File: src/hw/time_sync_pkg.sv
// shared widths, bit timing and frame layout; the bit period is fixed at build time, no runtime rate
`default_nettype none

package time_sync_pkg;

	// ------------------------------------------------------------------------
	// widths
	// ------------------------------------------------------------------------

	// utc seconds, broadcast as four bytes
	typedef logic [31:0] utc_sec_t;

	// one character on the serial line
	typedef logic [7:0] tx_byte_t;

	// clk_sys cycles inside one serial bit
	typedef logic [15:0] bit_cnt_t;

	// ------------------------------------------------------------------------
	// bit timing and framing
	// ------------------------------------------------------------------------

	// clk_sys cycles per serial bit
	localparam int unsigned BIT_PERIOD = 10;

	// bytes per time frame, sent msb first
	localparam int unsigned FRAME_BYTES = 4;

	// start bit + 8 data bits + stop bit
	localparam int unsigned BITS_PER_CHAR = 10;

	// ------------------------------------------------------------------------
	// sequencer states and bundles
	// ------------------------------------------------------------------------

	typedef enum logic [3:0] {
		IDLE  = 4'h0,
		FIRE1 = 4'h1,
		WAIT1 = 4'h2,
		FIRE2 = 4'h3,
		WAIT2 = 4'h4,
		FIRE3 = 4'h5,
		WAIT3 = 4'h6,
		FIRE4 = 4'h7,
		WAIT4 = 4'h8,
		DONE  = 4'hf
	} info_state_e;

	// byte request from sequencer to serializer
	typedef struct packed {
		logic     fire;
		tx_byte_t data;
	} byte_req_t;

	// software load of the seconds counter
	typedef struct packed {
		logic     load;
		utc_sec_t value;
	} utc_set_t;

endpackage

`default_nettype wire

File: src/hw/info_bit_tx.sv
// one 8n1 character per fire strobe, lsb first; fire must stay low until the cycle after done_tx
`timescale 1ns/1ps
`default_nettype none

module info_bit_tx (
	input  wire                     clk_sys,
	input  wire                     rst_n,
	input  time_sync_pkg::byte_req_t byte_req,
	output logic                    done_tx,
	output logic                    tx
);

	// ------------------------------------------------------------------------
	// character state
	// ------------------------------------------------------------------------

	localparam int unsigned IDX_W = $clog2(time_sync_pkg::BITS_PER_CHAR);

	// high from the cycle after fire until the end of the stop bit
	logic active;

	// stop, data[7:0], start; bit 0 is on the line
	logic [time_sync_pkg::BITS_PER_CHAR-1:0] shreg;

	// cycles spent in the current bit
	time_sync_pkg::bit_cnt_t bit_cnt;

	// which of the ten bits is on the line
	logic [IDX_W-1:0] bit_idx;

	logic bit_end;
	logic char_end;

	assign bit_end  = (bit_cnt == time_sync_pkg::bit_cnt_t'(time_sync_pkg::BIT_PERIOD - 1));
	assign char_end = bit_end && (bit_idx == IDX_W'(time_sync_pkg::BITS_PER_CHAR - 1));

	// ------------------------------------------------------------------------
	// bit and cycle counters
	// ------------------------------------------------------------------------

	always_ff @(posedge clk_sys or negedge rst_n) begin
		if (!rst_n) begin
			active  <= 1'b0;
			bit_cnt <= '0;
			bit_idx <= '0;
		end else if (!active) begin
			// new character starts with the start bit next cycle
			if (byte_req.fire) begin
				active  <= 1'b1;
				bit_cnt <= '0;
				bit_idx <= '0;
			end
		end else if (bit_end) begin
			bit_cnt <= '0;
			if (char_end) begin
				active <= 1'b0;
			end else begin
				bit_idx <= bit_idx + IDX_W'(1);
			end
		end else begin
			bit_cnt <= bit_cnt + time_sync_pkg::bit_cnt_t'(1);
		end
	end

	// ------------------------------------------------------------------------
	// shift register
	// ------------------------------------------------------------------------

	// loaded on fire, shifted at each bit end
	always_ff @(posedge clk_sys) begin
		if (!active && byte_req.fire) begin
			shreg <= {1'b1, byte_req.data, 1'b0};
		end else if (active && bit_end) begin
			// fill with ones so the line stays at mark level
			shreg <= {1'b1, shreg[time_sync_pkg::BITS_PER_CHAR-1:1]};
		end
	end

	// line idles high
	assign tx = active ? shreg[0] : 1'b1;

	// last cycle of the stop bit
	assign done_tx = active && char_end;

	// ------------------------------------------------------------------------
	// checks
	// ------------------------------------------------------------------------

	// sequencer must wait for done_tx before the next byte
	a_no_fire_while_active : assert property (
		@(posedge clk_sys) disable iff (!rst_n)
		active |-> !byte_req.fire
	) else $error("byte fire while a character is still on the line");

endmodule

`default_nettype wire

File: src/hw/utc_info_tx.sv
// utc seconds counter and msb-first frame sequencer; info strobes while busy are dropped, load beats sync
`timescale 1ns/1ps
`default_nettype none

module utc_info_tx (
	input  wire                      clk_sys,
	input  wire                      rst_n,
	input  wire                      fire_sync,
	input  wire                      fire_info,
	input  time_sync_pkg::utc_set_t  utc_set,
	input  wire                      done_tx,
	output time_sync_pkg::byte_req_t byte_req,
	output logic                     busy
);

	localparam int unsigned SEL_W = $clog2(time_sync_pkg::FRAME_BYTES);

	// ------------------------------------------------------------------------
	// seconds counter
	// ------------------------------------------------------------------------

	time_sync_pkg::utc_sec_t utc_sec;

	always_ff @(posedge clk_sys or negedge rst_n) begin
		if (!rst_n) begin
			utc_sec <= '0;
		end else if (utc_set.load) begin
			// software value wins over a sync pulse in the same cycle
			utc_sec <= utc_set.value;
		end else if (fire_sync) begin
			utc_sec <= utc_sec + time_sync_pkg::utc_sec_t'(1);
		end
	end

	// ------------------------------------------------------------------------
	// frame sequencer
	// ------------------------------------------------------------------------

	time_sync_pkg::info_state_e state;
	time_sync_pkg::info_state_e state_nxt;

	always_comb begin
		state_nxt = state;
		case (state)
			time_sync_pkg::IDLE:  if (fire_info) state_nxt = time_sync_pkg::FIRE1;
			time_sync_pkg::FIRE1: state_nxt = time_sync_pkg::WAIT1;
			time_sync_pkg::WAIT1: if (done_tx) state_nxt = time_sync_pkg::FIRE2;
			time_sync_pkg::FIRE2: state_nxt = time_sync_pkg::WAIT2;
			time_sync_pkg::WAIT2: if (done_tx) state_nxt = time_sync_pkg::FIRE3;
			time_sync_pkg::FIRE3: state_nxt = time_sync_pkg::WAIT3;
			time_sync_pkg::WAIT3: if (done_tx) state_nxt = time_sync_pkg::FIRE4;
			time_sync_pkg::FIRE4: state_nxt = time_sync_pkg::WAIT4;
			time_sync_pkg::WAIT4: if (done_tx) state_nxt = time_sync_pkg::DONE;
			time_sync_pkg::DONE:  state_nxt = time_sync_pkg::IDLE;
			default:              state_nxt = time_sync_pkg::IDLE;
		endcase
	end

	always_ff @(posedge clk_sys or negedge rst_n) begin
		if (!rst_n) begin
			state <= time_sync_pkg::IDLE;
		end else begin
			state <= state_nxt;
		end
	end

	assign busy = (state != time_sync_pkg::IDLE);

	// ------------------------------------------------------------------------
	// snapshot and byte select
	// ------------------------------------------------------------------------

	// frozen at frame start so sync pulses cannot split a frame
	time_sync_pkg::utc_sec_t snapshot;

	always_ff @(posedge clk_sys) begin
		if (state == time_sync_pkg::IDLE && fire_info) begin
			snapshot <= utc_sec;
		end
	end

	logic             fire_nxt;
	logic [SEL_W-1:0] byte_idx;
	time_sync_pkg::tx_byte_t byte_sel;

	// byte_idx 0 is the most significant byte
	always_comb begin
		fire_nxt = 1'b1;
		byte_idx = '0;
		case (state)
			time_sync_pkg::FIRE1: byte_idx = SEL_W'(0);
			time_sync_pkg::FIRE2: byte_idx = SEL_W'(1);
			time_sync_pkg::FIRE3: byte_idx = SEL_W'(2);
			time_sync_pkg::FIRE4: byte_idx = SEL_W'(3);
			default:              fire_nxt = 1'b0;
		endcase
	end

	assign byte_sel = time_sync_pkg::tx_byte_t'(snapshot >>
		($bits(time_sync_pkg::tx_byte_t) *
		(time_sync_pkg::FRAME_BYTES - 1 - int'(byte_idx))));

	logic                    fire_q;
	time_sync_pkg::tx_byte_t data_q;

	// fire is a one-cycle strobe after each FIREn state
	always_ff @(posedge clk_sys or negedge rst_n) begin
		if (!rst_n) begin
			fire_q <= 1'b0;
		end else begin
			fire_q <= fire_nxt;
		end
	end

	always_ff @(posedge clk_sys) begin
		if (fire_nxt) begin
			data_q <= byte_sel;
		end
	end

	assign byte_req = '{fire: fire_q, data: data_q};

	// ------------------------------------------------------------------------
	// checks
	// ------------------------------------------------------------------------

	a_state_legal : assert property (
		@(posedge clk_sys) disable iff (!rst_n)
		state inside {time_sync_pkg::IDLE,  time_sync_pkg::FIRE1, time_sync_pkg::WAIT1,
		              time_sync_pkg::FIRE2, time_sync_pkg::WAIT2, time_sync_pkg::FIRE3,
		              time_sync_pkg::WAIT3, time_sync_pkg::FIRE4, time_sync_pkg::WAIT4,
		              time_sync_pkg::DONE}
	) else $error("sequencer in an undefined state");

endmodule

`default_nettype wire

File: src/hw/time_sync_tx.sv
// time-of-day broadcaster top; plain strobes only, info strobes during a frame are ignored
`timescale 1ns/1ps
`default_nettype none

module time_sync_tx (
	input  wire                     clk_sys,
	input  wire                     rst_n,
	input  wire                     fire_sync,
	input  wire                     fire_info,
	input  time_sync_pkg::utc_set_t utc_set,
	output logic                    tx_info,
	output logic                    busy
);

	// ------------------------------------------------------------------------
	// sequencer to serializer
	// ------------------------------------------------------------------------

	time_sync_pkg::byte_req_t byte_req;
	logic                     done_tx;

	// counter, snapshot and byte order
	utc_info_tx utc_info_tx_inst (
		.clk_sys   (clk_sys),
		.rst_n     (rst_n),
		.fire_sync (fire_sync),
		.fire_info (fire_info),
		.utc_set   (utc_set),
		.done_tx   (done_tx),
		.byte_req  (byte_req),
		.busy      (busy)
	);

	// serial line driver
	info_bit_tx info_bit_tx_inst (
		.clk_sys  (clk_sys),
		.rst_n    (rst_n),
		.byte_req (byte_req),
		.done_tx  (done_tx),
		.tx       (tx_info)
	);

endmodule

`default_nettype wire

File: config.mk
export PLATFORM = sky130hd
export DESIGN_NAME = time_sync_tx
export DESIGN_NICKNAME = d
export VERILOG_FILES = /design/src/hw/time_sync_pkg.sv /design/src/hw/info_bit_tx.sv /design/src/hw/utc_info_tx.sv /design/src/hw/time_sync_tx.sv
export SDC_FILE = /design/constraint.sdc
export NUM_CORES = 1
export LEC_CHECK = 0
export BUFFER_PORTS_ARGS = -buffer_cell sky130_fd_sc_hd__buf_4
export CORE_MARGIN = 3
export CORE_UTILIZATION = 35
export DETAILED_ROUTE_END_ITERATION = 10
export GPL_TIMING_DRIVEN = 0
export SYNTH_ARGS = -nofsm -noshare
export SYNTH_HDL_FRONTEND = slang
export SYNTH_SLANG_ARGS = --single-unit
File: constraint.sdc
create_clock -name clk_sys -period 3.5 [get_ports clk_sys]
set_input_delay 0.35 -clock clk_sys [delete_from_list [all_inputs] [get_ports clk_sys]]
set_output_delay 0.35 -clock clk_sys [all_outputs]
set_load 0.1 [all_outputs]
==> results of run 1 <==
==> cell usage in the layout, fill, tap and decap left out, types with 3 or more instances in the layout <==
cell,synthesis,layout
nand2_1,58,58
dfrtp_1,58,58
edfxtp_1,48,48
buf_4,0,38
o21ai_0,29,29
nor2_1,26,25
or4_1,25,25
nand3_1,18,18
a31oi_1,18,18
clkbuf_1,14,15
inv_1,14,14
nand4_1,11,11
a21oi_1,11,11
o31ai_1,11,11
xnor2_1,10,10
nor3_1,9,9
xor2_1,9,9
clkbuf_16,0,9
nor4_1,8,8
a22o_1,8,8
mux4_2,8,8
buf_2,5,5
or3_1,5,5
ha_1,5,5
nand2b_1,4,4
and3_1,4,4
o211ai_1,4,4
mux2i_1,4,4
o22ai_1,4,4
nor4b_1,3,3
and4_1,3,3
inv_6,0,3
==> metrics by stage <==
step	utilization, %	area [sq um]
2_1_floorplan	-	5130
3_3_place_gp	40.0	5650
3_5_place_dp	40.2	5660
4_1_cts	42.1	5940
5_1_grt	42.1	5940
6_report	42.1	5940
==> synthesized netlist by cell type (3+ instances only) <==
master    number
clkbuf_1      14
and4_1         3
inv_1         14
nand3_1       18
or3_1          5
mux4_2         8
mux2i_1        4
nor4_1         8
and3_1         4
nand2b_1       4
o22ai_1        4
o21ai_0       29
nand4_1       11
nor2_1        26
buf_2          5
a21oi_1       11
xor2_1         9
o211ai_1       4
nor4b_1        3
edfxtp_1      48
xnor2_1       10
dfrtp_1       58
o31ai_1       11
a22o_1         8
nand2_1       58
nor3_1         9
a31oi_1       18
ha_1           5
or4_1         25
==> worst register-to-register path, stage by stage, from the launching register on <==
cell and delay [ns]:
dfrtp_1 0.36, clkbuf_1 0.19, nor2b_1 0.67, nand2_1 0.51, mux4_2 0.59
==> sequential cells by signal (all words and copies together) (netlist names) <==
signal / cells
info_bit_tx_inst.active: 1
info_bit_tx_inst.bit_cnt: 16
utc_info_tx_inst.snapshot: 32
utc_info_tx_inst.fire_q: 1
utc_info_tx_inst.utc_sec: 32
utc_info_tx_inst.data_q: 8
info_bit_tx_inst.shreg: 9
utc_info_tx_inst.state: 4
info_bit_tx_inst.bit_idx: 4
==> worst max-delay path by stage <==
stage                                     startpoint                                 endpoint  slack, ns  cells past startpoint
6_report       utc_info_tx_inst.state[3]$_DFFE_PN0P_     utc_info_tx_inst.data_q[6]$_DFFE_PP_       0.92                      4
5_1_grt        utc_info_tx_inst.state[3]$_DFFE_PN0P_     utc_info_tx_inst.data_q[6]$_DFFE_PP_       0.59                      4
4_1_cts        utc_info_tx_inst.state[3]$_DFFE_PN0P_     utc_info_tx_inst.data_q[6]$_DFFE_PP_       0.82                      4
3_5_place_dp   utc_info_tx_inst.state[3]$_DFFE_PN0P_     utc_info_tx_inst.data_q[0]$_DFFE_PP_       0.87                      4
3_3_place_gp   utc_info_tx_inst.state[2]$_DFFE_PN0P_  utc_info_tx_inst.snapshot[23]$_DFFE_PP_       0.35                      3
2_1_floorplan  utc_info_tx_inst.state[2]$_DFFE_PN0P_   utc_info_tx_inst.snapshot[0]$_DFFE_PP_       0.14                      3
==> routing by layer <==
layer,GRT usage (%),vias to the layer above,part of all wire [%]
met5,0,-,0
met4,4.98,0,1.6
met3,3.47,14,4.9
met2,22.9,112,47
met1,21.1,1866,47
li1,-,1866,-
==> cells by family (layout without fill, tap and decap cells) <==
family                     Yosys count  after routing  synth area share (%)
and+or+nand+nor                    187            187                  19.6
buffers and inverters               35             90                  2.83
adders and majority gates            5              5                  1.22
xor gates and xnor gates            19             19                  3.24
DFF                                107            107                  56.7
muxes                               13             13                  4.51
AOI/OAI and AO/OA                   95             95                  11.8
==> where the power goes <==
group	switching, mW	internal (mW)
sequential	0.0575	1.35
clock	0.469	0.491
combinational	0.0803	0.0695
==> cell type report <==
cell class | count | area (sq um) | share of cell area (%)
sequential | 107 | 2910 | 49.0
clock buffer | 10 | 229 | 3.86
tap | 180 | 225 | 3.79
buffer | 20 | 88.8 | 1.50
clock inverter | 6 | 47.5 | 0.801
timing repair buffer | 39 | 300 | 5.06
multi-input combinational | 319 | 2080 | 35.0
inverter | 15 | 56.3 | 0.948
==> reports/metrics.yaml, run 1 <==
outcome:
  status: "completed"
detailed_routing:
  detail-route-antenna-nets: 0
  postRouteWirelength_mm: 11.5
  vias: 3858
  wl_per_cell_microns: 16.5
  first_pass_iters: 5
  drt-initial-drc-count: 287
  viasPerCell: 5.54
  drc: 0
critical_path:
  critical_path.cell_chain: "clkbuf_1 -> nor2b_1 -> nand2_1 -> mux4_2"
  critPathMaxFanout: 11
  critPathKind: "flip-flop to flip-flop"
  worstPathRequired_ns: 3.58
  crit_buf_inv: 1
  rr_endpoint: "utc_info_tx_inst.data_q[6]$_DFFE_PP_"
  slowest_stage: "nor2b_1"
  rr_startpoint: "utc_info_tx_inst.state[3]$_DFFE_PN0P_"
  r2r_cells: 4
  end_kind: "flip-flop"
  critPathTopFamily: "simple AND/OR/NAND/NOR gates"
  slowest_delay_ns: 0.67
  r2r_slack_ns: 0.92
  start_kind: "flip-flop"
  crit_arrival_ns: 2.67
synthesis:
  ys.flop_type: "dfrtp_1"
  yosysUniqueCellTypes: 51
  netlist.area_leader.share_pct: 28.3
  syn_area_sq_mm: 0.00513
  synth_cells: 461
  netlist_top_cells_area: "dfrtp_1 (28%), edfxtp_1 (28%), nand2_1 (4.2%)"
  async_reset_ff_share_pct: 54.2
  synth_edf_count: 48
  seq_area_frac_synth_pct: 56.7
  ys_seq_elements: 107
  yosysWarnings: 0
  synth_fp_nets: 503
  synth_top_cell_by_area: "dfrtp_1"
  synth.avg_cell_area_sq_um: 11.1
timing:
  maxSlewHeadroom_pct: 46.2
  final_hold_viol_count: 0
  finalSetupTns_ns: 0
  tightest_slew_ns: 0.806
  period_minus_slack_ns: 2.58
  max_freq_ghz: 0.387
  holdWs_ns: 0.0699
  clock_skew_ns: 0.0109
  setup_viol: 0
  fin_ws_ns: 0.916
  fin_crit_sh_pct: 73.8
  rsz0062_at_grt: "false"
  drv_slew: 0
power:
  p_total_mw: 2.52
  pwr_density_cell_mw_per_mm2: 424
  p_leak_nw: 2.24
  ir_drop_mv: 0.222
clock_tree:
  clk_pin_slew_ns: 0.07
  clock-sinks: 107
  cts_hold_buf: 0
  clk_latency_ns: 0.35
  cts_buffers: 9
  post_cts_buffers: 0
  cts_root_buffer: "clkbuf_16"
  clock_path_buffers: 2
  post_cts_resized: 0
  htree_levels: 3
  cts_tree: "done"
run:
  drv_cap: 0
floorplan:
  die-area_sq_mm: 0.0162
  core_sq_mm: 0.0141
  ioPinCount: 39
  placementRows: 43
  die_w_microns: 127
  die_h_microns: 127
  initial_core_util_pct: 36.4
global_routing:
  grt_overflow: 0
  grt_pass1_wl_mm: 19.3
  grt_usage_pct: 15.0
  grt_pass1_vias: 3728
  grt_max_degree: 59
  antenna_found_initial: 0
placed_design:
  place_congestion: 0.846
  dp.cells: 680
  portBuffers: 38
  post-dp-hpwl_mm: 8.20
  place_ws_ns: 0.865
worst_hold_path:
  hold_path_class: "input pin to asynchronous set/reset pin"
final_layout:
  n_antenna_cell: 0
  stdcell_count: 696
  areaGrowthSynthToFinish_pct: 15.7
  final_nets: 553
  layout-drive-gt1-share_pct: 14.5
  fill_cells: 1366
Power figures use the tool's default switching activity.
==> run 2: changes to the inputs <==
Settings changed: ABC_AREA set to 1.
Clock period 3.5 ns to 2.1 ns, I/O delays scaled along.
==> run 2 against run 1 <==
Compared with the run above: combinational power up 110%; final area grew 11%; largest cell class unchanged; die area rose by 11%.
==> reports/metrics.yaml, run 2 <==
outcome:
  status: "completed"
detailed_routing:
  wl_per_cell_microns: 14.5  # -12%
  drt-initial-drc-count: 288  # +0.35%
  wl_met1_mm: 6.36  # +18%
  vias: 4701  # +22%
  top_layer_used: "met4"
  wl_met2_mm: 6.71  # +26%
  postRouteWirelength_mm: 14.0  # +22%
  viasPerCell: 4.86  # -12%
  first_pass_iters: 5  # unchanged
  detail-route-antenna-nets: 0  # unchanged
  drc: 0  # unchanged
  wl_met3_microns: 662  # +17%
clock_tree:
  clk_latency_ns: 0.36  # about the same
  clock-sinks: 107  # unchanged
  cts_tree: "done"
  clock_path_buffers: 2  # unchanged
  cts_buffers: 9  # unchanged
  post_cts_buffers: 0  # unchanged
  clk_pin_slew_ns: 0.08  # about the same
  htree_levels: 3  # unchanged
  cts_root_buffer: "clkbuf_16"
synthesis:
  netlist.area_leader.share_pct: 25.4  # -2.9 points
  synth_fp_nets: 739  # +47%
  ys.flop_type: "dfrtp_1"
  synth_top_cell_by_area: "dfrtp_1"
  synth_edf_count: 48  # unchanged
  ys_seq_elements: 107  # unchanged
  yosysMostFrequentCell: "nand2_1"
  netlist_top_cells_area: "dfrtp_1 (25%), edfxtp_1 (25%), nand2_1 (14%)"
  synth_cells: 697  # +51%
  seq_area_frac_synth_pct: 50.9  # -5.8 points
  yosysUniqueCellTypes: 33  # -35%
  synth.avg_cell_area_sq_um: 8.21  # -26%
  async_reset_ff_share_pct: 54.2  # unchanged
  yosysWarnings: 0  # unchanged
  synth_common_cells: "nand2_1 (216), nor2_1 (88), dfrtp_1 (58)"
  syn_area_sq_mm: 0.00572  # +11%
floorplan:
  placementRows: 46  # +7.0%
  ioPinCount: 39  # unchanged
  die-area_sq_mm: 0.0179  # +11%
  initial_core_util_pct: 35.9  # -0.54 points
  core_sq_mm: 0.0159  # +13%
  die_w_microns: 134  # +5.3%
  die_h_microns: 134  # +5.3%
critical_path:
  end_kind: "output port"
  slowest_delay_ns: 0.45  # -0.22 ns
  start_kind: "flip-flop"
  rr_startpoint: "utc_info_tx_inst.state[3]$_DFFE_PN0P_"
  critPathMaxFanout: 5  # -6
  r2r_cells: 4  # unchanged
  worstPathRequired_ns: 1.89  # -1.69 ns
  r2r_slack_ns: 0.29  # -0.63 ns
  rr_endpoint: "utc_info_tx_inst.snapshot[8]$_DFFE_PP_"
  critPathKind: "flip-flop to output port"
  slowest_stage: "dfrtp_1"
  crit_arrival_ns: 1.68  # -0.99 ns
  critical_path.cell_chain: "or2_2 -> nor2_1 -> inv_1 -> buf_4"
global_routing:
  antenna_found_initial: 0  # unchanged
  grt_overflow: 0  # unchanged
  grt_max_degree: 59  # unchanged
  grt_pass1_vias: 4548  # +22%
  grt_usage_pct: 16.5  # +1.5 points
  grt_pass1_wl_mm: 23.3  # +21%
timing:
  period_minus_slack_ns: 1.89
  tightest_slew_ns: 0.791  # -0.0151 ns
  setup_viol: 0  # unchanged
  final_hold_viol_count: 0  # unchanged
  rsz0062_at_grt: "false"
  fin_crit_sh_pct: 90.2
  maxSlewHeadroom_pct: 47.3  # +1.1 points
  fin_ws_ns: 0.206  # -0.710 ns
  max_freq_ghz: 0.528
  drv_slew: 0  # unchanged
  clock_skew_ns: 0.0116  # +0.000739 ns
final_layout:
  postLayoutCoreUtil_pct: 41.2  # -0.89 points
  final_cell_mix: "nand2_1 (216), nor2_1 (87), dfrtp_1 (58)"
  final_nets: 789  # +43%
  fill_cells: 1657  # +21%
  reg_top3: "utc_info_tx_inst.snapshot: 32 flops, utc_info_tx_inst.utc_sec: 32 flops, info_bit_tx_inst.bit_cnt: 16 flops"
  areaGrowthSynthToFinish_pct: 14.9
  n_antenna_cell: 0  # unchanged
  final_common_cell: "nand2_1"
  layout-drive-gt1-share_pct: 13.6  # -0.97 points
power:
  power_switching_mw: 1.13  # +86%
  internal_power_mw: 3.21  # +68%
  comb_power_share_pct: 7.4  # +1.4 points
  pwr_density_cell_mw_per_mm2: 659  # +55%
  clock_power_share_pct: 37.5  # -0.6 points
  p_leak_nw: 2.70  # +20%
  seq_power_share_pct: 55.0  # -0.9 points
  swShare_pct: 26.0  # +1.9 points
  ir_drop_mv: 0.395  # +78%
placed_design:
  portBuffers: 37  # -2.6%
  place_ws_ns: 0.0243  # -0.841 ns
  place_congestion: 0.893  # +5.5%
  post-dp-hpwl_mm: 10.3  # +25%
run:
  drv_cap: 0  # unchanged
worst_hold_path:
  hold_path_class: "input pin to flip-flop"
  hold_depth: 3
  hp-start: "utc_set[21]"
  worst_hold_path.endpoint: "utc_info_tx_inst.utc_sec[21]$_DFFE_PN0P_"
[run 2: layout make-up]
cell class | count | area, sq um | area share (%)
timing repair buffer | 38 | 288 | 4.38
multi-input combinational | 518 | 2540 | 38.6
tap | 216 | 270 | 4.11
sequential | 107 | 2910 | 44.3
clock buffer | 9 | 225 | 3.42
clock inverter | 7 | 52.6 | 0.799
inverter | 59 | 221 | 3.37
buffer | 14 | 68.8 | 1.05
[run 2: how the worst max path moves through the flow]
stage | startpoint | to | slack, ns
finish | utc_info_tx_inst.state[3]$_DFFE_PN0P_ | busy | 0.21
global route | utc_info_tx_inst.state[3]$_DFFE_PN0P_ | busy | 0.06
CTS | utc_info_tx_inst.state[3]$_DFFE_PN0P_ | utc_info_tx_inst.snapshot[8]$_DFFE_PP_ | 0.02
detailed placement | utc_info_tx_inst.state[3]$_DFFE_PN0P_ | utc_info_tx_inst.snapshot[15]$_DFFE_PP_ | 0.02
global placement | utc_info_tx_inst.state[3]$_DFFE_PN0P_ | utc_info_tx_inst.snapshot[18]$_DFFE_PP_ | 0.04
floorplan | utc_info_tx_inst.state[3]$_DFFE_PN0P_ | utc_info_tx_inst.snapshot[0]$_DFFE_PP_ | -0.21
[run 2: metal layers]
layer	vias up	global-route usage (%)
li1	2391	-
met1	2171	22.0
met2	118	27.0
met3	21	3.64
met4	0	4.97
met5	-	0
[run 2: power groups by stage]
stage	Clock [mW]	Combinational, mW	Sequential (mW)
3_3_place_gp	0	0.317	2.42
6_report	1.63	0.322	2.38
5_1_grt	1.76	0.373	2.40
4_1_cts	1.67	0.325	2.38
2_1_floorplan	0	0.201	2.37
3_5_place_dp	0	0.323	2.42
[run 2: critical path: cells and delay by family (launching register included)]
kind,cells,cell delay [ns]
flip-flops,1,0.45
AND/OR/NAND/NOR,2,0.46
buffers and inverters,2,0.42
[run 2: per-stage QoR]
step / total power, mW / instances / setup TNS, ns / instance area, sq um / hold slack (ns)
after floorplan: 2.57 / 697 / -6.80 / 5730 / -0.0856
after global placement: 2.74 / 950 / 0 / 6280 / 0.337
after detailed placement: 2.75 / 950 / 0 / 6280 / 0.343
after CTS: 4.37 / 967 / 0 / 6570 / 0.0435
after global routing: 4.52 / 968 / 0 / 6580 / 0.0611
final: 4.33 / 968 / 0 / 6580 / 0.0589
[run 2: cell families (layout without fill, tap and decap cells)]
logic type	after synthesis	in the layout	share of synthesized area, %
and+or+nand+nor	410	411	31.4
DFF	107	107	50.9
AOI/OAI and AO/OA	83	83	8.64
buffers and inverters	73	127	5.07
xor gates and xnor gates	19	19	2.91
adders and majority gates	5	5	1.09
[run 2: what timing repair did]
| action | 4_1_cts | 5_1_grt |
|---|---|---|
| resized for setup | 0 | 1 |
| hold buffers | 1 | 0 |
| setup endpoints to repair | 0 | 32 |
| endpoints found under the hold margin | 58 | 0 |
==> run 3: changes to the inputs <==
Settings changed: ABC_AREA 1 to 0, CORE_UTILIZATION 35 to 54, PLACE_DENSITY set to 0.76.
==> run 3 against run 2 <==
Compared with the run above: clock skew up 0.00057 ns; total power fell by 6.2%; count of clock-buffer cells in the layout increased by 1; final cell count shrank 31%; non-clock buffer count increased by 35; sequential power fell by 2%; critical path type is now flip-flop to flip-flop; critical endpoint is now utc_info_tx_inst.utc_sec[19]$_DFFE_PN0P_; largest cell class unchanged; largest power group unchanged.
==> reports/metrics.yaml, run 3 (synthesized netlist as in run 1, its figures left out) <==
global_routing:
  grt_usage_pct: 21.2  # +4.7 points
  antenna_found_initial: 0  # unchanged
  grt_overflow: 0  # unchanged
  grt_pass1_wl_mm: 18.6  # -20%
  grt_max_degree: 59  # unchanged
  grt_pass1_vias: 3754  # -17%
detailed_routing:
  first_pass_iters: 5  # unchanged
  wl_per_cell_microns: 17.5  # +21%
  drt-initial-drc-count: 274  # -4.9%
  postRouteWirelength_mm: 11.7  # -16%
  vias: 4065  # -14%
  viasPerCell: 6.06  # +25%
  detail-route-antenna-nets: 0  # unchanged
  drc: 0  # unchanged
critical_path:
  worstPathRequired_ns: 2.39  # +0.50 ns
  critPathKind: "flip-flop to flip-flop"
  crit_arrival_ns: 2.36  # +0.68 ns
  end_kind: "flip-flop"
  r2r_cells: 5  # +1
  start_kind: "flip-flop"
  critPathMaxFanout: 8  # +3
clock_tree:
  clk_pin_slew_ns: 0.10  # +0.02 ns
  cts_buffers: 9  # unchanged
  htree_levels: 3  # unchanged
  cts_root_buffer: "clkbuf_8"
  cts_tree: "done"
  clock_path_buffers: 2  # unchanged
  clk_latency_ns: 0.36  # about the same
  clock-sinks: 107  # unchanged
timing:
  final_hold_viol_count: 0  # unchanged
  setup_viol: 0  # unchanged
  clock_skew_ns: 0.0122  # +0.000568 ns
  period_minus_slack_ns: 2.07  # +0.172 ns
  rsz0062_at_grt: "true"
  max_freq_ghz: 0.484  # -8.3%
  drv_slew: 0  # unchanged
  tightest_slew_ns: 0.839  # +0.0478 ns
  fin_crit_sh_pct: 98.4  # +8.2 points
  finalSetupTns_ns: 0  # unchanged
  maxSlewHeadroom_pct: 44.0  # -3.3 points
floorplan:
  placementRows: 34  # -26%
  core_sq_mm: 0.00898  # -44%
  die_w_microns: 104  # -23%
  die_h_microns: 104  # -23%
  die-area_sq_mm: 0.0107  # -40%
  ioPinCount: 39  # unchanged
  initial_core_util_pct: 57.2  # +21 points
worst_hold_path:
  hold_depth: 3  # unchanged
  hold_path_class: "input pin to flip-flop"
placed_design:
  post_dp_cell_area_sq_mm: 0.00560  # -11%
  dp.cells: 625  # -34%
  portBuffers: 38  # +2.7%
  place_congestion: 0.879  # -1.6%
  post-dp-hpwl_mm: 7.79  # -24%
final_layout:
  final_cell_mix: "buf_4 (72), nand2_1 (56), edfxtp_1 (48)"
  n_antenna_cell: 0  # unchanged
  final_nets: 582  # -26%
  areaGrowthSynthToFinish_pct: 20.8
  reg_top3: "utc_info_tx_inst.snapshot: 32 flops, utc_info_tx_inst.utc_sec: 32 flops, info_bit_tx_inst.bit_cnt: 16 flops"
  postLayoutCoreUtil_pct: 69.1  # +28 points
  design_area_sq_mm: 0.00620  # -5.7%
  stdcell_count: 671  # -31%
  layout-drive-gt1-share_pct: 24.6  # +11 points
  final_common_cell: "buf_4"
power:
  ir_drop_mv: 0.396  # +0.38%
  p_total_mw: 4.07  # -6.2%
  pwr_density_cell_mw_per_mm2: 655  # -0.53%
  p_leak_nw: 2.38  # -12%
run:
  drv_cap: 0  # unchanged
outcome:
  status: "completed"
run 3: cell count changes in the layout (fill, tap and decap cells not counted), moves of 11 or more:
cell     before  now
nor2_1       87   25
o31ai_1       0   11
nand2_1     216   56
a31oi_1       0   18
inv_1        55   14
dfrtp_1      58   45
buf_4        37   72
nand3_1      51   17
a22oi_1      15    0
or4_1         0   22
dfrtp_2       0   13
run 3: area by class of cell:
cell class / instances / area, sq um
Inverter: 15 / 56.3
Tap cell: 126 / 158
Multi-Input combinational cell: 320 / 2220
Timing Repair Buffer: 69 / 524
Fill cell: 638 / 2770
Buffer: 18 / 95.1
Clock inverter: 6 / 96.3
Sequential cell: 107 / 2930
Clock buffer: 10 / 128
run 3: power by group:
group          internal (mW)  switching, mW
clock network          0.687          0.694
registers               2.25         0.0897
logic                  0.171          0.171
total                   3.11          0.954
run 3: routing by layer:
layer / vias up / routed length (microns) / global-route usage, %
li1: 1923 / - / -
met1: 1966 / 5020 / 28.4
met2: 160 / 5860 / 35.7
met3: 16 / 706 / 4.66
met4: 0 / 134 / 4.94
met5: - / 0 / 0
run 3: repair_timing:
action | 4_1_cts | 5_1_grt
gates cloned | 0 | 1
setup endpoints to repair | 51 | 45
endpoints found under the hold margin | 58 | 0
hold buffers | 1 | 0
gates resized for setup | 17 | 27
buffers inserted | 6 | 24
pin swaps | 2 | 10
run 3: critical path, cell delays in order, from the launching register on:
cell     delay, ns
dfrtp_1       0.42
nand4_4       0.15
buf_6         0.17
or4_1         0.57
or4_1         0.52
a31oi_1       0.18
run 3: final timing paths:
path,from,endpoint,slack (ns)
min in group asynchronous,rst_n,info_bit_tx_inst.bit_cnt[13]$_DFFE_PN0P_,0.47
worst min register to register,info_bit_tx_inst.shreg[0]$_SDFFE_PP0P_,info_bit_tx_inst.shreg[0]$_SDFFE_PP0P_,0.46
worst max-delay path,utc_info_tx_inst.utc_sec[4]$_DFFE_PN0P_,utc_info_tx_inst.utc_sec[19]$_DFFE_PN0P_,0.03
worst max register to register,utc_info_tx_inst.utc_sec[4]$_DFFE_PN0P_,utc_info_tx_inst.utc_sec[19]$_DFFE_PN0P_,0.03
worst min-delay path,utc_set[2],utc_info_tx_inst.utc_sec[2]$_DFFE_PN0P_,0.05
max in group asynchronous,rst_n,utc_info_tx_inst.utc_sec[20]$_DFFE_PN0P_,1.09
run 3: through the flow:
step	hold slack, ns	setup slack (ns)
final	0.0496	0.0335
after floorplan	-0.0856	0.0356
after global placement	0.322	-0.368
after global routing	0.0324	-0.0472
after detailed placement	0.332	-0.421
after CTS	0.0303	0.000429
